--- config.mk ---
export PLATFORM = sky130hd
export DESIGN_NAME = i2c_master_top
export DESIGN_NICKNAME = d
export VERILOG_FILES = /design/src/source/i2c_pkg.sv /design/src/source/i2c_bit_if.sv /design/src/source/i2c_cmd_fifo.sv /design/src/source/i2c_sequencer.sv /design/src/source/i2c_byte_gen.sv /design/src/source/i2c_bit_gen.sv /design/src/source/i2c_master_top.sv
export SDC_FILE = /design/constraint.sdc
export NUM_CORES = 1
export LEC_CHECK = 0
export BUFFER_PORTS_ARGS = -buffer_cell sky130_fd_sc_hd__buf_2
export CELL_PAD_IN_SITES_DETAIL_PLACEMENT = 2
export CELL_PAD_IN_SITES_GLOBAL_PLACEMENT = 2
export CORE_MARGIN = 4
export CORE_UTILIZATION = 44
export DETAILED_ROUTE_END_ITERATION = 7
export GPL_ROUTABILITY_DRIVEN = 0
export GPL_TIMING_DRIVEN = 1
export PLACE_DENSITY = 0.76
export SYNTH_ARGS = -nofsm -noshare
export SYNTH_HDL_FRONTEND = slang
export SYNTH_SLANG_ARGS = --single-unit
--- constraint.sdc ---
create_clock -name i_clk -period 3.6 [get_ports i_clk]
set_input_delay 0.54 -clock i_clk [delete_from_list [all_inputs] [get_ports i_clk]]
set_output_delay 0.54 -clock i_clk [all_outputs]
set_load 0.01 [all_outputs]
--- src/source/i2c_pkg.sv ---
package i2c_pkg;

    // command opcodes, always in the top two bits of a command word
    typedef enum logic [1:0] {
        OP_START = 2'd0,
        OP_STOP  = 2'd1,
        OP_WRITE = 2'd2,
        OP_READ  = 2'd3
    } i2c_op_e;

    // one command word, decoded either as a write or as a read
    typedef union packed {
        // write view holds the opcode and the byte to send
        struct packed {
            i2c_op_e    op;
            logic [7:0] data;
        } wr;
        // read view holds the opcode, the last flag and unused bits
        // last asks for a nack after the byte
        struct packed {
            i2c_op_e    op;
            logic       last;
            logic [6:0] rsvd;
        } rd;
    } i2c_cmd_u;

    // width of a command word as stored in the FIFO
    localparam int CMD_W = $bits(i2c_cmd_u);

endpackage

--- src/source/i2c_bit_if.sv ---
`timescale 1ns/1ps

interface i2c_bit_if;

    // requests from the byte generator
    logic req;
    logic we;
    logic wr_bit;

    // status and sampled data from the bit generator
    logic ready;
    logic rd_valid;
    logic rd_bit;

    modport byte_side (output req, output we, output wr_bit,
                       input ready, input rd_valid, input rd_bit);

    modport bit_side (input req, input we, input wr_bit,
                      output ready, output rd_valid, output rd_bit);

endinterface

--- src/source/i2c_cmd_fifo.sv ---
`timescale 1ns/1ps

module i2c_cmd_fifo #(
    parameter int FIFO_DEPTH = 8
) (
    input  logic                       i_clk,
    input  logic                       i_rst,
    input  logic                       i_push,
    input  logic                       i_pop,
    input  logic [i2c_pkg::CMD_W-1:0]  i_wdata,
    output logic [i2c_pkg::CMD_W-1:0]  o_rdata,
    output logic                       o_full,
    output logic                       o_empty
);

    localparam int PTR_W = (FIFO_DEPTH > 1) ? $clog2(FIFO_DEPTH) : 1;

    logic [i2c_pkg::CMD_W-1:0] mem [FIFO_DEPTH];
    logic [PTR_W-1:0]          wr_ptr;
    logic [PTR_W-1:0]          rd_ptr;
    logic [PTR_W:0]            count;
    logic                      do_push;
    logic                      do_pop;

    assign o_full  = (count == (PTR_W+1)'(FIFO_DEPTH));
    assign o_empty = (count == '0);

    // pushes into a full buffer are dropped here
    assign do_push = i_push & ~o_full;
    assign do_pop  = i_pop & ~o_empty;

    always_ff @(posedge i_clk) begin
        if (i_rst) begin
            wr_ptr <= '0;
            rd_ptr <= '0;
            count  <= '0;
        end else begin
            if (do_push) begin
                wr_ptr <= wr_ptr + 1'b1;
            end
            if (do_pop) begin
                rd_ptr <= rd_ptr + 1'b1;
            end
            count <= count + (PTR_W+1)'(do_push) - (PTR_W+1)'(do_pop);
        end
    end

    // storage and read word
    // the word shows up the cycle after the pop
    always_ff @(posedge i_clk) begin
        if (do_push) begin
            mem[wr_ptr] <= i_wdata;
        end
        if (do_pop) begin
            o_rdata <= mem[rd_ptr];
        end
    end

endmodule

--- src/source/i2c_sequencer.sv ---
`timescale 1ns/1ps

module i2c_sequencer (
    input  logic              i_clk,
    input  logic              i_rst,
    input  i2c_pkg::i2c_cmd_u i_cmd,
    input  logic              i_cmd_empty,
    output logic              o_cmd_pop,
    output logic              o_start_req,
    output logic              o_stop_req,
    output logic              o_byte_req,
    output logic              o_byte_we,
    output logic [7:0]        o_wr_byte,
    output logic              o_rd_last,
    input  logic              i_bit_ready,
    input  logic              i_byte_ready,
    output logic              o_idle
);

    import i2c_pkg::*;

    localparam logic [1:0] S_IDLE     = 2'd0;
    localparam logic [1:0] S_DISPATCH = 2'd1;
    localparam logic [1:0] S_GAP      = 2'd2;

    logic [1:0] state;
    logic       is_bit_op;
    logic       target_ready;
    logic       fire;

    // both views carry the opcode in the same place
    assign is_bit_op    = (i_cmd.wr.op == OP_START) | (i_cmd.wr.op == OP_STOP);
    assign target_ready = is_bit_op ? i_bit_ready : i_byte_ready;
    assign fire         = (state == S_DISPATCH) & target_ready;

    // only fetch when nothing downstream is still working
    assign o_cmd_pop = (state == S_IDLE) & ~i_cmd_empty & i_bit_ready & i_byte_ready;
    assign o_idle    = (state == S_IDLE);

    assign o_start_req = fire & (i_cmd.wr.op == OP_START);
    assign o_stop_req  = fire & (i_cmd.wr.op == OP_STOP);
    assign o_byte_req  = fire & ~is_bit_op;
    assign o_byte_we   = (i_cmd.wr.op == OP_WRITE);
    assign o_wr_byte   = i_cmd.wr.data;
    assign o_rd_last   = i_cmd.rd.last;

    always_ff @(posedge i_clk) begin
        if (i_rst) begin
            state <= S_IDLE;
        end else begin
            case (state)
                S_IDLE: begin
                    if (o_cmd_pop) begin
                        state <= S_DISPATCH;
                    end
                end
                S_DISPATCH: begin
                    if (fire) begin
                        state <= S_GAP;
                    end
                end
                // ready of the target drops one cycle after the strobe
                default: begin
                    state <= S_IDLE;
                end
            endcase
        end
    end

endmodule

--- src/source/i2c_byte_gen.sv ---
`timescale 1ns/1ps

module i2c_byte_gen (
    input  logic       i_clk,
    input  logic       i_rst,
    input  logic       i_req,
    input  logic       i_we,
    input  logic [7:0] i_wr_byte,
    // sends a nack on the ninth bit when set
    input  logic       i_rd_last,
    output logic       o_ready,
    output logic       o_wr_ack,
    output logic       o_wr_nack,
    output logic       o_rd_valid,
    output logic [7:0] o_rd_byte,
    i2c_bit_if.byte_side bit_if
);

    localparam logic [2:0] S_IDLE    = 3'd0;
    localparam logic [2:0] S_BIT_REQ = 3'd1;
    localparam logic [2:0] S_WAIT    = 3'd2;
    localparam logic [2:0] S_LOAD    = 3'd3;
    localparam logic [2:0] S_DONE    = 3'd4;

    logic [2:0] state;
    logic       write_en;
    logic       rd_last;
    logic [7:0] shift;
    logic [3:0] bit_cnt;
    logic       samp_bit;
    logic       data_phase;

    // bits 0..7 carry data, bit 8 is the ack slot
    assign data_phase = (bit_cnt < 4'd8);

    // masked by the bit generator so a new byte never starts mid bit
    assign o_ready = (state == S_IDLE) & bit_if.ready;

    // ack is a low level on sda
    assign o_wr_ack   = (state == S_DONE) & write_en & ~samp_bit;
    assign o_wr_nack  = (state == S_DONE) & write_en & samp_bit;
    assign o_rd_valid = (state == S_DONE) & ~write_en;
    assign o_rd_byte  = shift;

    assign bit_if.req = (state == S_BIT_REQ);
    // direction flips for the ack slot
    assign bit_if.we     = data_phase ~^ write_en;
    assign bit_if.wr_bit = data_phase ? shift[7] : rd_last;

    always_ff @(posedge i_clk) begin
        if (i_rst) begin
            state    <= S_IDLE;
            write_en <= 1'b0;
            bit_cnt  <= '0;
        end else begin
            case (state)
                S_IDLE: begin
                    if (i_req & bit_if.ready) begin
                        state    <= S_BIT_REQ;
                        write_en <= i_we;
                        bit_cnt  <= '0;
                    end
                end
                S_BIT_REQ: begin
                    state <= S_WAIT;
                end
                S_WAIT: begin
                    // rd_valid always arrives before ready comes back
                    if (!bit_if.rd_valid && bit_if.ready) begin
                        state <= S_LOAD;
                    end
                end
                S_LOAD: begin
                    bit_cnt <= bit_cnt + 1'b1;
                    if (data_phase) begin
                        state <= S_BIT_REQ;
                    end else begin
                        state <= S_DONE;
                    end
                end
                default: begin
                    state <= S_IDLE;
                end
            endcase
        end
    end

    // byte shifter and sampled bit
    always_ff @(posedge i_clk) begin
        if (state == S_IDLE && i_req && bit_if.ready) begin
            rd_last  <= i_rd_last;
            shift    <= i_we ? i_wr_byte : 8'h00;
            samp_bit <= 1'b0;
        end else if (state == S_WAIT && bit_if.rd_valid) begin
            samp_bit <= bit_if.rd_bit;
        end else if (state == S_LOAD && data_phase) begin
            // msb first, read-back bit enters at the bottom
            shift <= {shift[6:0], samp_bit};
        end
    end

endmodule

--- src/source/i2c_bit_gen.sv ---
`timescale 1ns/1ps

module i2c_bit_gen #(
    parameter int CLK_FREQ = 16_000_000,
    parameter int I2C_FREQ = 1_000_000
) (
    input  logic i_clk,
    input  logic i_rst,
    input  logic i_start_req,
    input  logic i_stop_req,
    i2c_bit_if.bit_side bit_if,
    output logic o_scl,
    output logic o_sda_low,
    input  logic i_sda
);

    // cycles per quarter of an scl period
    localparam int QUARTER = CLK_FREQ / (4 * I2C_FREQ);
    localparam int CNT_W   = (QUARTER > 1) ? $clog2(QUARTER) : 1;

    localparam logic [1:0] K_START = 2'd0;
    localparam logic [1:0] K_STOP  = 2'd1;
    localparam logic [1:0] K_DATA  = 2'd2;

    logic             busy;
    logic [1:0]       kind;
    logic [1:0]       quarter;
    logic [CNT_W-1:0] tick;
    logic             drive_low;
    logic             accept;
    logic             quarter_end;
    logic             load;
    logic [1:0]       kind_sel;
    logic [1:0]       quarter_sel;
    logic             drive_sel;
    logic             scl_d;
    logic             sda_low_d;

    assign accept      = ~busy & (i_start_req | i_stop_req | bit_if.req);
    assign quarter_end = busy & (tick == CNT_W'(QUARTER - 1));
    // new bus levels at the start of every quarter
    assign load        = accept | (quarter_end & (quarter != 2'd3));

    assign bit_if.ready = ~busy;

    // bus levels for the quarter that is about to begin
    always_comb begin
        kind_sel    = kind;
        quarter_sel = quarter + 2'd1;
        drive_sel   = drive_low;
        if (accept) begin
            quarter_sel = 2'd0;
            drive_sel   = bit_if.we & ~bit_if.wr_bit;
            if (i_start_req) begin
                kind_sel = K_START;
            end else if (i_stop_req) begin
                kind_sel = K_STOP;
            end else begin
                kind_sel = K_DATA;
            end
        end

        scl_d     = o_scl;
        sda_low_d = o_sda_low;
        case (kind_sel)
            K_START: begin
                // release sda first so a repeated start from scl low works
                case (quarter_sel)
                    2'd0: sda_low_d = 1'b0;
                    2'd1: scl_d = 1'b1;
                    2'd2: sda_low_d = 1'b1;
                    default: scl_d = 1'b0;
                endcase
            end
            K_STOP: begin
                case (quarter_sel)
                    2'd0: scl_d = 1'b0;
                    2'd1: sda_low_d = 1'b1;
                    2'd2: scl_d = 1'b1;
                    default: sda_low_d = 1'b0;
                endcase
            end
            default: begin
                // data changes only while scl is low
                case (quarter_sel)
                    2'd0: sda_low_d = drive_sel;
                    2'd1: scl_d = 1'b1;
                    2'd2: scl_d = 1'b1;
                    default: scl_d = 1'b0;
                endcase
            end
        endcase
    end

    always_ff @(posedge i_clk) begin
        if (i_rst) begin
            busy            <= 1'b0;
            kind            <= K_DATA;
            quarter         <= '0;
            tick            <= '0;
            o_scl           <= 1'b1;
            o_sda_low       <= 1'b0;
            bit_if.rd_valid <= 1'b0;
        end else begin
            bit_if.rd_valid <= quarter_end & (quarter == 2'd1) & (kind == K_DATA);
            if (load) begin
                o_scl     <= scl_d;
                o_sda_low <= sda_low_d;
            end
            if (accept) begin
                busy    <= 1'b1;
                kind    <= kind_sel;
                quarter <= 2'd0;
                tick    <= '0;
            end else if (busy) begin
                tick <= quarter_end ? '0 : tick + 1'b1;
                if (quarter_end) begin
                    quarter <= quarter + 2'd1;
                    // ready returns right after the last quarter
                    if (quarter == 2'd3) begin
                        busy <= 1'b0;
                    end
                end
            end
        end
    end

    always_ff @(posedge i_clk) begin
        if (accept) begin
            drive_low <= drive_sel;
        end
        // sample sda at the end of the first scl high quarter
        if (quarter_end && quarter == 2'd1) begin
            bit_if.rd_bit <= i_sda;
        end
    end

endmodule

--- src/source/i2c_master_top.sv ---
`timescale 1ns/1ps

module i2c_master_top #(
    parameter int CLK_FREQ   = 16_000_000,
    parameter int I2C_FREQ   = 1_000_000,
    parameter int FIFO_DEPTH = 8
) (
    input  logic                      i_clk,
    input  logic                      i_rst,
    input  logic                      i_cmd_push,
    input  logic [i2c_pkg::CMD_W-1:0] i_cmd,
    output logic                      o_cmd_full,
    output logic                      o_wr_ack,
    output logic                      o_wr_nack,
    output logic                      o_rd_valid,
    output logic [7:0]                o_rd_byte,
    output logic                      o_busy,
    output logic                      o_scl,
    output logic                      o_sda_low,
    input  logic                      i_sda
);

    import i2c_pkg::*;

    i2c_cmd_u   fifo_word;
    logic       fifo_empty;
    logic       cmd_pop;
    logic       start_req;
    logic       stop_req;
    logic       byte_req;
    logic       byte_we;
    logic [7:0] wr_byte;
    logic       rd_last;
    logic       byte_ready;
    logic       seq_idle;

    i2c_bit_if bit_bus ();

    i2c_cmd_fifo #(
        .FIFO_DEPTH(FIFO_DEPTH)
    ) i2c_cmd_fifo_inst (
        .i_clk(i_clk), .i_rst(i_rst),
        .i_push(i_cmd_push), .i_pop(cmd_pop),
        .i_wdata(i_cmd), .o_rdata(fifo_word),
        .o_full(o_cmd_full), .o_empty(fifo_empty)
    );

    i2c_sequencer i2c_sequencer_inst (
        .i_clk(i_clk), .i_rst(i_rst),
        .i_cmd(fifo_word), .i_cmd_empty(fifo_empty), .o_cmd_pop(cmd_pop),
        .o_start_req(start_req), .o_stop_req(stop_req),
        .o_byte_req(byte_req), .o_byte_we(byte_we),
        .o_wr_byte(wr_byte), .o_rd_last(rd_last),
        .i_bit_ready(bit_bus.ready), .i_byte_ready(byte_ready),
        .o_idle(seq_idle)
    );

    i2c_byte_gen i2c_byte_gen_inst (
        .i_clk(i_clk), .i_rst(i_rst),
        .i_req(byte_req), .i_we(byte_we), .i_wr_byte(wr_byte), .i_rd_last(rd_last),
        .o_ready(byte_ready), .o_wr_ack(o_wr_ack), .o_wr_nack(o_wr_nack),
        .o_rd_valid(o_rd_valid), .o_rd_byte(o_rd_byte),
        .bit_if(bit_bus.byte_side)
    );

    i2c_bit_gen #(
        .CLK_FREQ(CLK_FREQ),
        .I2C_FREQ(I2C_FREQ)
    ) i2c_bit_gen_inst (
        .i_clk(i_clk), .i_rst(i_rst),
        .i_start_req(start_req), .i_stop_req(stop_req),
        .bit_if(bit_bus.bit_side),
        .o_scl(o_scl), .o_sda_low(o_sda_low), .i_sda(i_sda)
    );

    // busy while anything is queued or any stage is still working
    assign o_busy = ~fifo_empty | ~seq_idle | ~byte_ready | ~bit_bus.ready;

endmodule

* After elaboration in Yosys (flattened, before gate mapping)
Memory sizes are Yosys's and may differ from the RTL's. A register that Yosys moved wholly into a read port is not among the register bits. Cells that the tools add are included.
Word-level totals: input port bits 14, bits in writable memories 80, register bits after elaboration 42, output and inout port bits 15, memories kept 1
Memory list:
- i2c_cmd_fifo_inst.mem | depth 8, bits a word 10, rd ports 1, clocked after memory_dff 1, wr ports 1, line i2c_cmd_fifo.sv:18 | logic [i2c_pkg::CMD_W-1:0] mem [FIFO_DEPTH];
Operators by class: add/sub/neg operators 7, equality and inequality tests 26, muxes and demuxes 33, reductions and logical operators 27, bitwise logic cells 38, magnitude comparators 1
Operators by type and width (count):
- 8-bit 2-to-1 mux | 4
- 1-bit bitwise AND | 21
- 2-bit 2-to-1 mux | 7
- 3-bit case mux with 4 select lines | 1
- 2-bit AND reduction | 6
- 2-bit by 1-bit equality test with 1-bit output (second input constant) | 5
- 2-bit equality test (second input constant) | 5
- 1-bit 2-to-1 mux | 10
- 1-bit case mux with 2 select lines | 5
- 3-bit 2-to-1 mux | 3
- 1-bit NOT | 9
- 2-bit zero test | 4
- 2-bit by 1-bit != test with 1-bit output (second input constant) | 4
- 2-bit != test (second input constant) | 4
- 4-bit case mux with 2 select lines | 1
- 4-bit AND reduction | 2
- 1-bit OR | 7
- 3-bit by 1-bit adder with 3-bit output (second input constant) | 2
- 3-bit by 2-bit equality test with 1-bit output (second input constant) | 2
- 1-bit logical AND | 6
- 3-bit by 2-bit != test with 1-bit output (second input constant) | 2
- 2-bit OR reduction | 3
- 2-bit by 1-bit adder with 2-bit output (second input constant) | 2
- 4-bit by 1-bit adder with 4-bit output | 1
- 15 further kinds | 16

* Logic depth before layout (Yosys ltp)
Gate-level depths: netlist (run 1).
depth after elaboration 13, mapped depth 12, mapped depth without buffers 11

* Hierarchy
A second synthesis (run 1) with hierarchy kept.
Unflattened totals: cell total of the unflattened synthesis 402, area total of the unflattened synthesis 5838.1 sq um
By module, submodules not included:
- i2c_cmd_fifo | area each 3972.6 sq um, instances 1, cells an instance 199
- i2c_byte_gen | area each 909.6 sq um, instances 1, cells an instance 95
- i2c_bit_gen | area each 740.7 sq um, instances 1, cells an instance 81
- i2c_sequencer | area each 209.0 sq um, instances 1, cells an instance 26
- i2c_master_top | area each 6.3 sq um, instances 1, cells an instance 1

* Worst setup path before layout (run 1)
No wires, ideal clock.
kind reg2reg, start point reg i2c_cmd_fifo_inst.count[2], end point reg i2c_cmd_fifo_inst.count[2], stages on the path, launching flop included 13, buffers on the path 1, period minus slack after synthesis 2.581 ns, data arrival time 2.454 ns, path slack 1.019 ns, path through dfxtp_1 -> inv_1 -> ha_1 -> nor3b_1 -> and4b_1 -> clkbuf_1 -> ha_1 -> inv_1 -> ha_1 -> inv_1 -> fa_1 -> xor2_1 -> nor2_1
Between the ends: longest elaborated chain between the ends 7
RTL lines:
- from (decl) | line i2c_cmd_fifo.sv:21 | logic [PTR_W:0] count;
- from (signal assigned) | line i2c_cmd_fifo.sv:44 | count <= count + (PTR_W+1)'(do_push) - (PTR_W+1)'(do_pop);
- 4-bit zero test (*) | line i2c_cmd_fifo.sv:26 | assign o_empty = (count == '0);
- 1-bit NOT (*) | line i2c_cmd_fifo.sv:30, i2c_sequencer.sv:37
- 1-bit bitwise AND (3 in a row) | line i2c_sequencer.sv:37 | assign o_cmd_pop = (state == S_IDLE) & ~i_cmd_empty & i_bit_ready & i_byte_ready;
- 1-bit bitwise AND (*) | line i2c_cmd_fifo.sv:30 | assign do_pop = i_pop & ~o_empty;
- net i2c_cmd_fifo_inst.do_pop | line i2c_cmd_fifo.sv:23 | logic do_pop;
- 4-bit by 1-bit subtractor with 4-bit output (*) | line i2c_cmd_fifo.sv:44
The timed path passes the listed nets; every way through them passes the cells marked *. A chain may end at the register's enable or synchronous reset.

* Final worst setup path (run 1)
start point reg i2c_cmd_fifo_inst.count[2], end point reg i2c_cmd_fifo_inst.count[2]
Between the ends: longest elaborated chain between the ends 7
RTL lines (line):
- branches (longest 6 deep; another with 4-bit by 1-bit adder with 4-bit output)
- 4-bit by 1-bit subtractor with 4-bit output (*) | i2c_cmd_fifo.sv:44
Mark *: on every way between the ends.

==> metrics.md, run 1 <==
| Metric | Value |
|---|---|
| Status | `completed` |
| Detailed-route wire length | `13,300 um` |
| Nature of the critical path endpoint | `flop` |
| Cell leakage power | `0.00229 uW` |
| Minimum clock period | `2.74 ns` |
| First-iteration detailed-routing DRC count | `193` |
| Synthesis-to-layout area growth | `16.6%` |
| Drt first pass iters | `5` |
| Number of port buffers | `28` |
| Slowest stage cell, crit path | `fa_1` |
| Hold Path Class | `input port to flop` |
| Class of the most critical setup path | `flop to flop` |
| Worst slew margin relative to its limit | `27.1%` |
| Pins Over Slew Limit | `0` |
| CTS H-Tree Depth | `4` |
| Final ANT Viol Nets | `0` |
| Setup repair after global routing missed its margin | `no` |
| Number of I/O pins | `29` |
| Total standard cell area after synthesis | `0.00558 mm^2` |
| Root cell of the clock tree | `clkbuf_16` |
| Unique cell type count in the Yosys netlist | `54` |
| Layout net count | `442` |
| Fraction of layout cells with a size suffix above 1 | `25.6%` |
| Final TNS setup | `0 ns` |
| Number of buffers added by the clock tree synthesis step | `17` |
| Internal | `3550 uW` |
| Register-to-register setup slack | `0.86 ns` |
| Post-synthesis net count | `401` |
| Critical Path Max Stage Delay | `0.38 ns` |
| Final Cell Area | `0.00651 mm^2` |
| Fraction of power spent switching nets | `31.3%` |
| Post-synthesis cell type with the largest combined area | `edfxtp_1` |
| Clock slew seen by the registers of the worst setup and hold paths | `0.06 ns` |
| Area share of the largest cell type after synthesis | `54.4%` |
| Count of endpoints failing setup in the final report | `0` |
| Number of fillers in the final layout | `1,142` |
| Cell types with the largest area share after synthesis | `edfxtp_1 (54%), dfxtp_1 (11%), mux4_2 (8.1%)` |
| Fin Clk Skew | `0.0124 ns` |
| Hold violation count in the final report | `0` |
| Number of enable-type register cells in the synthesized netlist | `101` |
| Share of the yosys chip area belonging to registers | `65.5%` |
| Number of cell rows | `40` |
| Worst R2R Start | `i2c_cmd_fifo_inst.count[2]$_SDFF_PP0_` |
| Vias in the first global route | `3,582` |
| Die Span X | `121 um` |
| Vertical die dimension | `121 um` |
| Pin count of the biggest net entering global routing | `33` |
| Non-filler cells, final | `593` |
| Clock latency reported for the late side of the worst-skew pair | `0.42 ns` |
| Combinational group share of total power | `26.1%` |
| Setup Fix Bufs, Post-CTS | `0` |
| Resize count post-CTS | `0` |
| Synthesized instance count | `371` |
| Synthesized flop and latch total | `132` |
| Detail Placement HPWL | `8610 um` |
| Vias after detailed routing | `3,207` |
| Critical-path maximum fanout | `15` |
| Number of cells traversed by the worst hold path | `1` |
| Post-detailed-route DRC marker count | `0` |
| Kind of start point of the critical path | `flop` |
| Starting utilization of the core area | `45.7%` |
| Cells along the critical path | `inv_1, ha_1, nor3b_1, and4b_1, buf_4, ha_1, inv_1, ha_1, inv_1, fa_1, xor2_1, nor2_1` |
| Xor-xnor portion of the synthesized cell area | `1.41%` |
| Yosys warning count | `0` |
| CTS sink count | `132` |
| Initial antenna violation count | `0` |
| Synth Flop Type | `edfxtp_1` |
| IR Drop Worst-Case VDD | `440 uV` |
| First-pass GRT wire length | `20,900 um` |
| Number of cells traversed by the worst register-to-register path | `12` |
| Family with the most delay on the worst path | `adder cells` |
| Total GRT Usage | `19.7%` |
| Mean area per synthesized cell | `15.0 um^2` |
| Hold buffer count at CTS | `0` |
| Ratio of total power to cell area | `795 mW/mm^2` |
| Diode count | `0` |
| Launch point of the worst hold path | `i_sda` |
| Max-capacitance violation count | `0` |
| Die footprint | `0.0145 mm^2` |
| Arrival time of the worst setup path | `3.01 ns` |
| Worst Hold Endpoint | `i2c_bit_gen_inst.bit_if.rd_bit$_DFFE_PP_` |
| FF-to-FF End | `i2c_cmd_fifo_inst.count[2]$_SDFF_PP0_` |
| Total congestion overflow | `0` |
| Multi-input gate area | `0.00179 mm^2` |
| Most common cell in the synthesized netlist | `edfxtp_1` |
| Clock tree from TritonCTS | `yes` |
| Data required time of the critical path | `3.87 ns` |
| Main combinational cell family by area after synthesis | `multiplexers` |
| Total net switching power | `1620 uW` |
| Adder and majority gate portion of the synthesized area | `3.72%` |
| Flip-flop and latch area | `0.00365 mm^2` |
| Post-Synth Simple-Gate Area | `10.4%` |
| Most frequent cells after synthesis | `edfxtp_1 (101), dfxtp_1 (31), nor2_1 (31)` |
| Standard cell core area | `0.0122 mm^2` |
| Highest clock frequency the design can meet | `0.365 GHz` |
| Tightest Pin Transition | `1.09 ns` |
| Routed wire per std cell | `22.4 um` |
| Post-synthesis mux area share | `11.3%` |
| Clk pwr share | `32.5%` |
| Fraction of the mapped netlist area in compound gates | `5.18%` |
| Tcrit/Tclk final | `76.0%` |
| Placed standard-cell area | `0.00592 mm^2` |
| FFs w/ async S/R, synth | `0%` |
| Part of the power in registers | `41.4%` |
| Buffer depth of the longest clock path | `2` |
| Number of vias per cell after detailed routing | `5.41` |
| Placed Instances | `561` |
| Combined buffer and inverter count along the critical path | `4` |
[worst max path at each step]
stage                                                 end  depth (start not counted)                                   from
finish              i2c_cmd_fifo_inst.count[2]$_SDFF_PP0_                         12  i2c_cmd_fifo_inst.count[2]$_SDFF_PP0_
global route        i2c_cmd_fifo_inst.count[2]$_SDFF_PP0_                         12  i2c_cmd_fifo_inst.count[2]$_SDFF_PP0_
CTS                 i2c_cmd_fifo_inst.count[2]$_SDFF_PP0_                         12  i2c_cmd_fifo_inst.count[2]$_SDFF_PP0_
detailed placement  i2c_cmd_fifo_inst.count[2]$_SDFF_PP0_                         10       i2c_bit_gen_inst.busy$_SDFF_PP0_
global placement    i2c_cmd_fifo_inst.count[2]$_SDFF_PP0_                         10       i2c_bit_gen_inst.busy$_SDFF_PP0_
floorplan           i2c_cmd_fifo_inst.count[2]$_SDFF_PP0_                         12  i2c_cmd_fifo_inst.count[2]$_SDFF_PP0_
[metal layers]
metal	share of wire, %	GRT usage [%]	vias to the layer above	routed length [um]
li1	-	-	1494	-
met1	44	24.3	1657	5870
met2	52	34.3	45	6960
met3	2.6	4.86	11	345
met4	0.81	5.67	0	108
met5	0	0	-	0
[layout by cell type (no fill, tap or decap), drive strengths merged, types with 4 or more instances in the layout]
cell,instances
edfxtp,101
buf,38
nor2,31
dfxtp,31
mux4,20
nand2,18
clkbuf,18
inv,16
ha,15
nand2b,13
a21oi,13
nor3,12
o21ai,11
mux2,10
mux2i,7
clkinv,6
xor2,5
nor3b,4
xnor2,4
clkinvlp,4
[cells by family after synthesis]
| family | count (synthesis) |
|---|---|
| flops | 132 |
| simple gates | 104 |
| compound gates | 43 |
| mux | 37 |
| buf+inv | 30 |
| fa+ha+maj | 16 |
| xor+xnor | 9 |
[through the flow]
| stage | hold slack, ns | power (uW) | util (%) | setup slack (ns) |
|---|---|---|---|---|
| 2_1_floorplan | 0.428 | 3060 | - | 1.02 |
| 3_3_place_gp | 0.445 | 3370 | 48.5 | 1.13 |
| 3_5_place_dp | 0.451 | 3500 | 48.5 | 0.968 |
| 4_1_cts | 0.289 | 5240 | 53.3 | 0.834 |
| 5_1_grt | 0.288 | 5460 | 53.3 | 0.708 |
| 6_report | 0.304 | 5170 | 53.3 | 0.863 |
[power by group through the flow]
| stage | Combinational (uW) | Clock (uW) | Sequential (uW) |
|---|---|---|---|
| 6_report | 1350 | 1680 | 2140 |
| 5_1_grt | 1490 | 1800 | 2170 |
| 4_1_cts | 1380 | 1720 | 2150 |
| 3_5_place_dp | 1330 | 0 | 2170 |
| 3_3_place_gp | 1220 | 0 | 2150 |
| 2_1_floorplan | 1010 | 0 | 2050 |
[sequential cells by signal, indices dropped and copies added (netlist names), 3 cells and up]
signal,count
i2c_cmd_fifo_inst.mem,80
i2c_cmd_fifo_inst.o_rdata,10
i2c_byte_gen_inst.o_rd_byte,8
i2c_byte_gen_inst.bit_cnt,4
i2c_cmd_fifo_inst.count,4
i2c_byte_gen_inst.state,3
i2c_cmd_fifo_inst.rd_ptr,3
i2c_cmd_fifo_inst.wr_ptr,3
[final cells by class]
class                           instances  area share, %
Timing Repair Buffer                   38           3.31
Inverter                               14          0.808
Clock buffer                           18           6.59
Tap cell                              168           3.23
Multi-Input combinational cell        209           27.5
Clock inverter                         14           2.40
Sequential cell                       132           56.1
Power figures use the tool's default switching activity.
==> inputs of run 2 (changes only) <==
==> constraint.sdc (replaced) <==
create_clock -name i_clk -period 2.8 [get_ports i_clk]
set_input_delay 0.42 -clock i_clk [delete_from_list [all_inputs] [get_ports i_clk]]
set_output_delay 0.42 -clock i_clk [all_outputs]
set_load 0.01 [all_outputs]
==> metrics.md, run 2 (same netlist as run 1, synthesis figures left out) <==
| Metric | Value |
|---|---|
| Flip-flop count of the largest register after layout | `80` |
| Starting utilization of the core area | `45.7%` |
| Total congestion overflow | `0` |
| Part of the power in registers | `41.5%` |
| Vertical die dimension | `121 um` |
| Worst R2R Start | `i2c_bit_gen_inst.busy$_SDFF_PP0_` |
| Leading cell type in the layout, fill and taps excluded | `edfxtp_1` |
| Total net switching power | `1980 uW` |
| Setup repair after global routing missed its margin | `no` |
| CTS H-Tree Depth | `4` |
| Routed wire per std cell | `21.8 um` |
| Root cell of the clock tree | `clkbuf_16` |
| Die footprint | `0.0145 mm^2` |
| Register-to-register setup slack | `0.33 ns` |
| Tightest Pin Transition | `0.670 ns` |
| Placed Instances | `565` |
| Kind of start point of the critical path | `flop` |
| Fraction of layout cells with a size suffix above 1 | `25.0%` |
| Arrival time of the worst setup path | `2.78 ns` |
| Post-detailed-route DRC marker count | `0` |
| Internal | `4550 uW` |
| Vias in the first global route | `3,598` |
| Resize count post-CTS | `0` |
| Number of port buffers | `28` |
| Detail Route met3 WL | `506 um` |
| Tcrit/Tclk final | `88.3%` |
| FF-to-FF End | `i2c_bit_gen_inst.o_scl$_SDFFE_PP1P_` |
| CTS sink count | `132` |
| Clk pwr share | `31.8%` |
| Number of I/O pins | `29` |
| Clock tree from TritonCTS | `yes` |
| Diode count | `0` |
| First-pass GRT wire length | `20,800 um` |
| Final TNS setup | `0 ns` |
| Status | `completed` |
| Clock slew seen by the registers of the worst setup and hold paths | `0.06 ns` |
| Count of endpoints failing setup in the final report | `0` |
| Pin count of the biggest net entering global routing | `33` |
| Combinational group share of total power | `26.7%` |
| Detail Placement HPWL | `8880 um` |
| Nature of the critical path endpoint | `flop` |
| First-iteration detailed-routing DRC count | `198` |
| Minimum clock period | `2.47 ns` |
| Hold Path Class | `input port to flop` |
| Routed length on met2 | `7020 um` |
| Uppermost routed layer | `met4` |
| Clock latency reported for the late side of the worst-skew pair | `0.42 ns` |
| Final worst hold slack | `0.187 ns` |
| Reg with most FFs | `i2c_cmd_fifo_inst.mem` |
| Number of fillers in the final layout | `1,139` |
| Leading cell types in the layout, fill and taps excluded | `edfxtp_1 (101), nor2_1 (31), dfxtp_1 (31)` |
| Max-capacitance violation count | `0` |
| Worst setup path endpoint | `i2c_bit_gen_inst.o_scl$_SDFFE_PP1P_` |
| Total GRT Usage | `19.4%` |
| Wire length on met1 | `5350 um` |
| Class of the most critical setup path | `flop to flop` |
| Non-filler cells, final | `596` |
| Final Cell Area | `0.00650 mm^2` |
| Initial antenna violation count | `0` |
| Critical-path maximum fanout | `13` |
| Critical Path Start | `i2c_bit_gen_inst.busy$_SDFF_PP0_` |
| Pins Over Slew Limit | `0` |
| Buffer depth of the longest clock path | `2` |
| Standard cell core area | `0.0122 mm^2` |
| Layout net count | `446` |
| Final core occ | `53.2%` |
| Drt first pass iters | `4` |
| Worst slew margin relative to its limit | `55.4%` |
| Die Span X | `121 um` |
| Final ANT Viol Nets | `0` |
| Detailed-route wire length | `13,000 um` |
| Data required time of the critical path | `3.11 ns` |
| Hold buffer count at CTS | `0` |
| Fin Clk Skew | `0.0108 ns` |
| Placed standard-cell area | `0.00595 mm^2` |
| Fraction of power spent switching nets | `30.3%` |
| Vias after detailed routing | `3,214` |
| Highest clock frequency the design can meet | `0.404 GHz` |
| Hold violation count in the final report | `0` |
| Number of vias per cell after detailed routing | `5.39` |
| IR Drop Worst-Case VDD | `613 uV` |
| Number of cells traversed by the worst register-to-register path | `5` |
| Number of cell rows | `40` |
| Number of buffers added by the clock tree synthesis step | `17` |
| Cell leakage power | `0.00229 uW` |
| Ratio of total power to cell area | `1000 mW/mm^2` |
| Synthesis-to-layout area growth | `16.5%` |
| Setup Fix Bufs, Post-CTS | `0` |
run 2: cell types whose count changed in the layout (fill, tap and decap cells not counted):
| cell | delta |
|---|---|
| buf_4 | +4 |
| clkbuf_1 | +1 |
| clkinv_2 | +1 |
| clkinv_4 | -5 |
| inv_6 | -2 |
| clkinv_1 | +4 |
run 2: final cells by class:
cell class | count | area (um^2) | share of cell area [%]
repair buffers | 42 | 245 | 3.77
clock inverters | 12 | 115 | 1.77
flip-flops and latches | 132 | 3650 | 56.2
clock buffers | 19 | 433 | 6.66
well taps | 168 | 210 | 3.23
inverters | 14 | 52.6 | 0.808
multi-input cells | 209 | 1790 | 27.5
run 2: metrics by stage:
stage,setup slack (ns),power [uW]
final,0.327,6530
after detailed placement,0.332,4520
after floorplan,0.219,3930
after global routing,0.121,6920
after CTS,0.309,6620
after global placement,0.427,4360
run 2: worst min-delay path by stage:
stage,start,endpoint,slack (ns),depth (start not counted)
after floorplan,i2c_cmd_fifo_inst.o_rdata[7]$_DFFE_PP_,i2c_byte_gen_inst.rd_last$_DFFE_PP_,0.43,0
after global placement,i2c_byte_gen_inst.bit_cnt[1]$_SDFFE_PP0P_,i2c_byte_gen_inst.bit_cnt[1]$_SDFFE_PP0P_,0.47,2
after detailed placement,i2c_bit_gen_inst.bit_if.rd_bit$_DFFE_PP_,i2c_byte_gen_inst.samp_bit$_SDFFE_PP0P_,0.50,2
after CTS,i_sda,i2c_bit_gen_inst.bit_if.rd_bit$_DFFE_PP_,0.17,1
after global routing,i_sda,i2c_bit_gen_inst.bit_if.rd_bit$_DFFE_PP_,0.16,1
final,i_sda,i2c_bit_gen_inst.bit_if.rd_bit$_DFFE_PP_,0.19,1
run 2: per-layer routing:
metal	global-route usage (%)	up-vias
met2	34.7	59
met1	23.0	1645
met3	5.80	9
met5	0	-
met4	4.75	0
li1	-	1501
run 2: worst max-delay path, stage by stage, from the launching register on:
cell     delay [ns]
dfxtp_1        0.48
nor4b_4        0.65
or3_1          0.25
ha_1           0.25
o32a_2         0.39
a311o_1        0.34
run 2: power by group through the flow:
stage / Clock (uW) / Sequential (uW) / Combinational [uW]
finish: 2080 / 2710 / 1740
global route: 2220 / 2750 / 1960
detailed placement: 0 / 2750 / 1770
global placement: 0 / 2710 / 1650
floorplan: 0 / 2630 / 1300
CTS: 2120 / 2720 / 1790
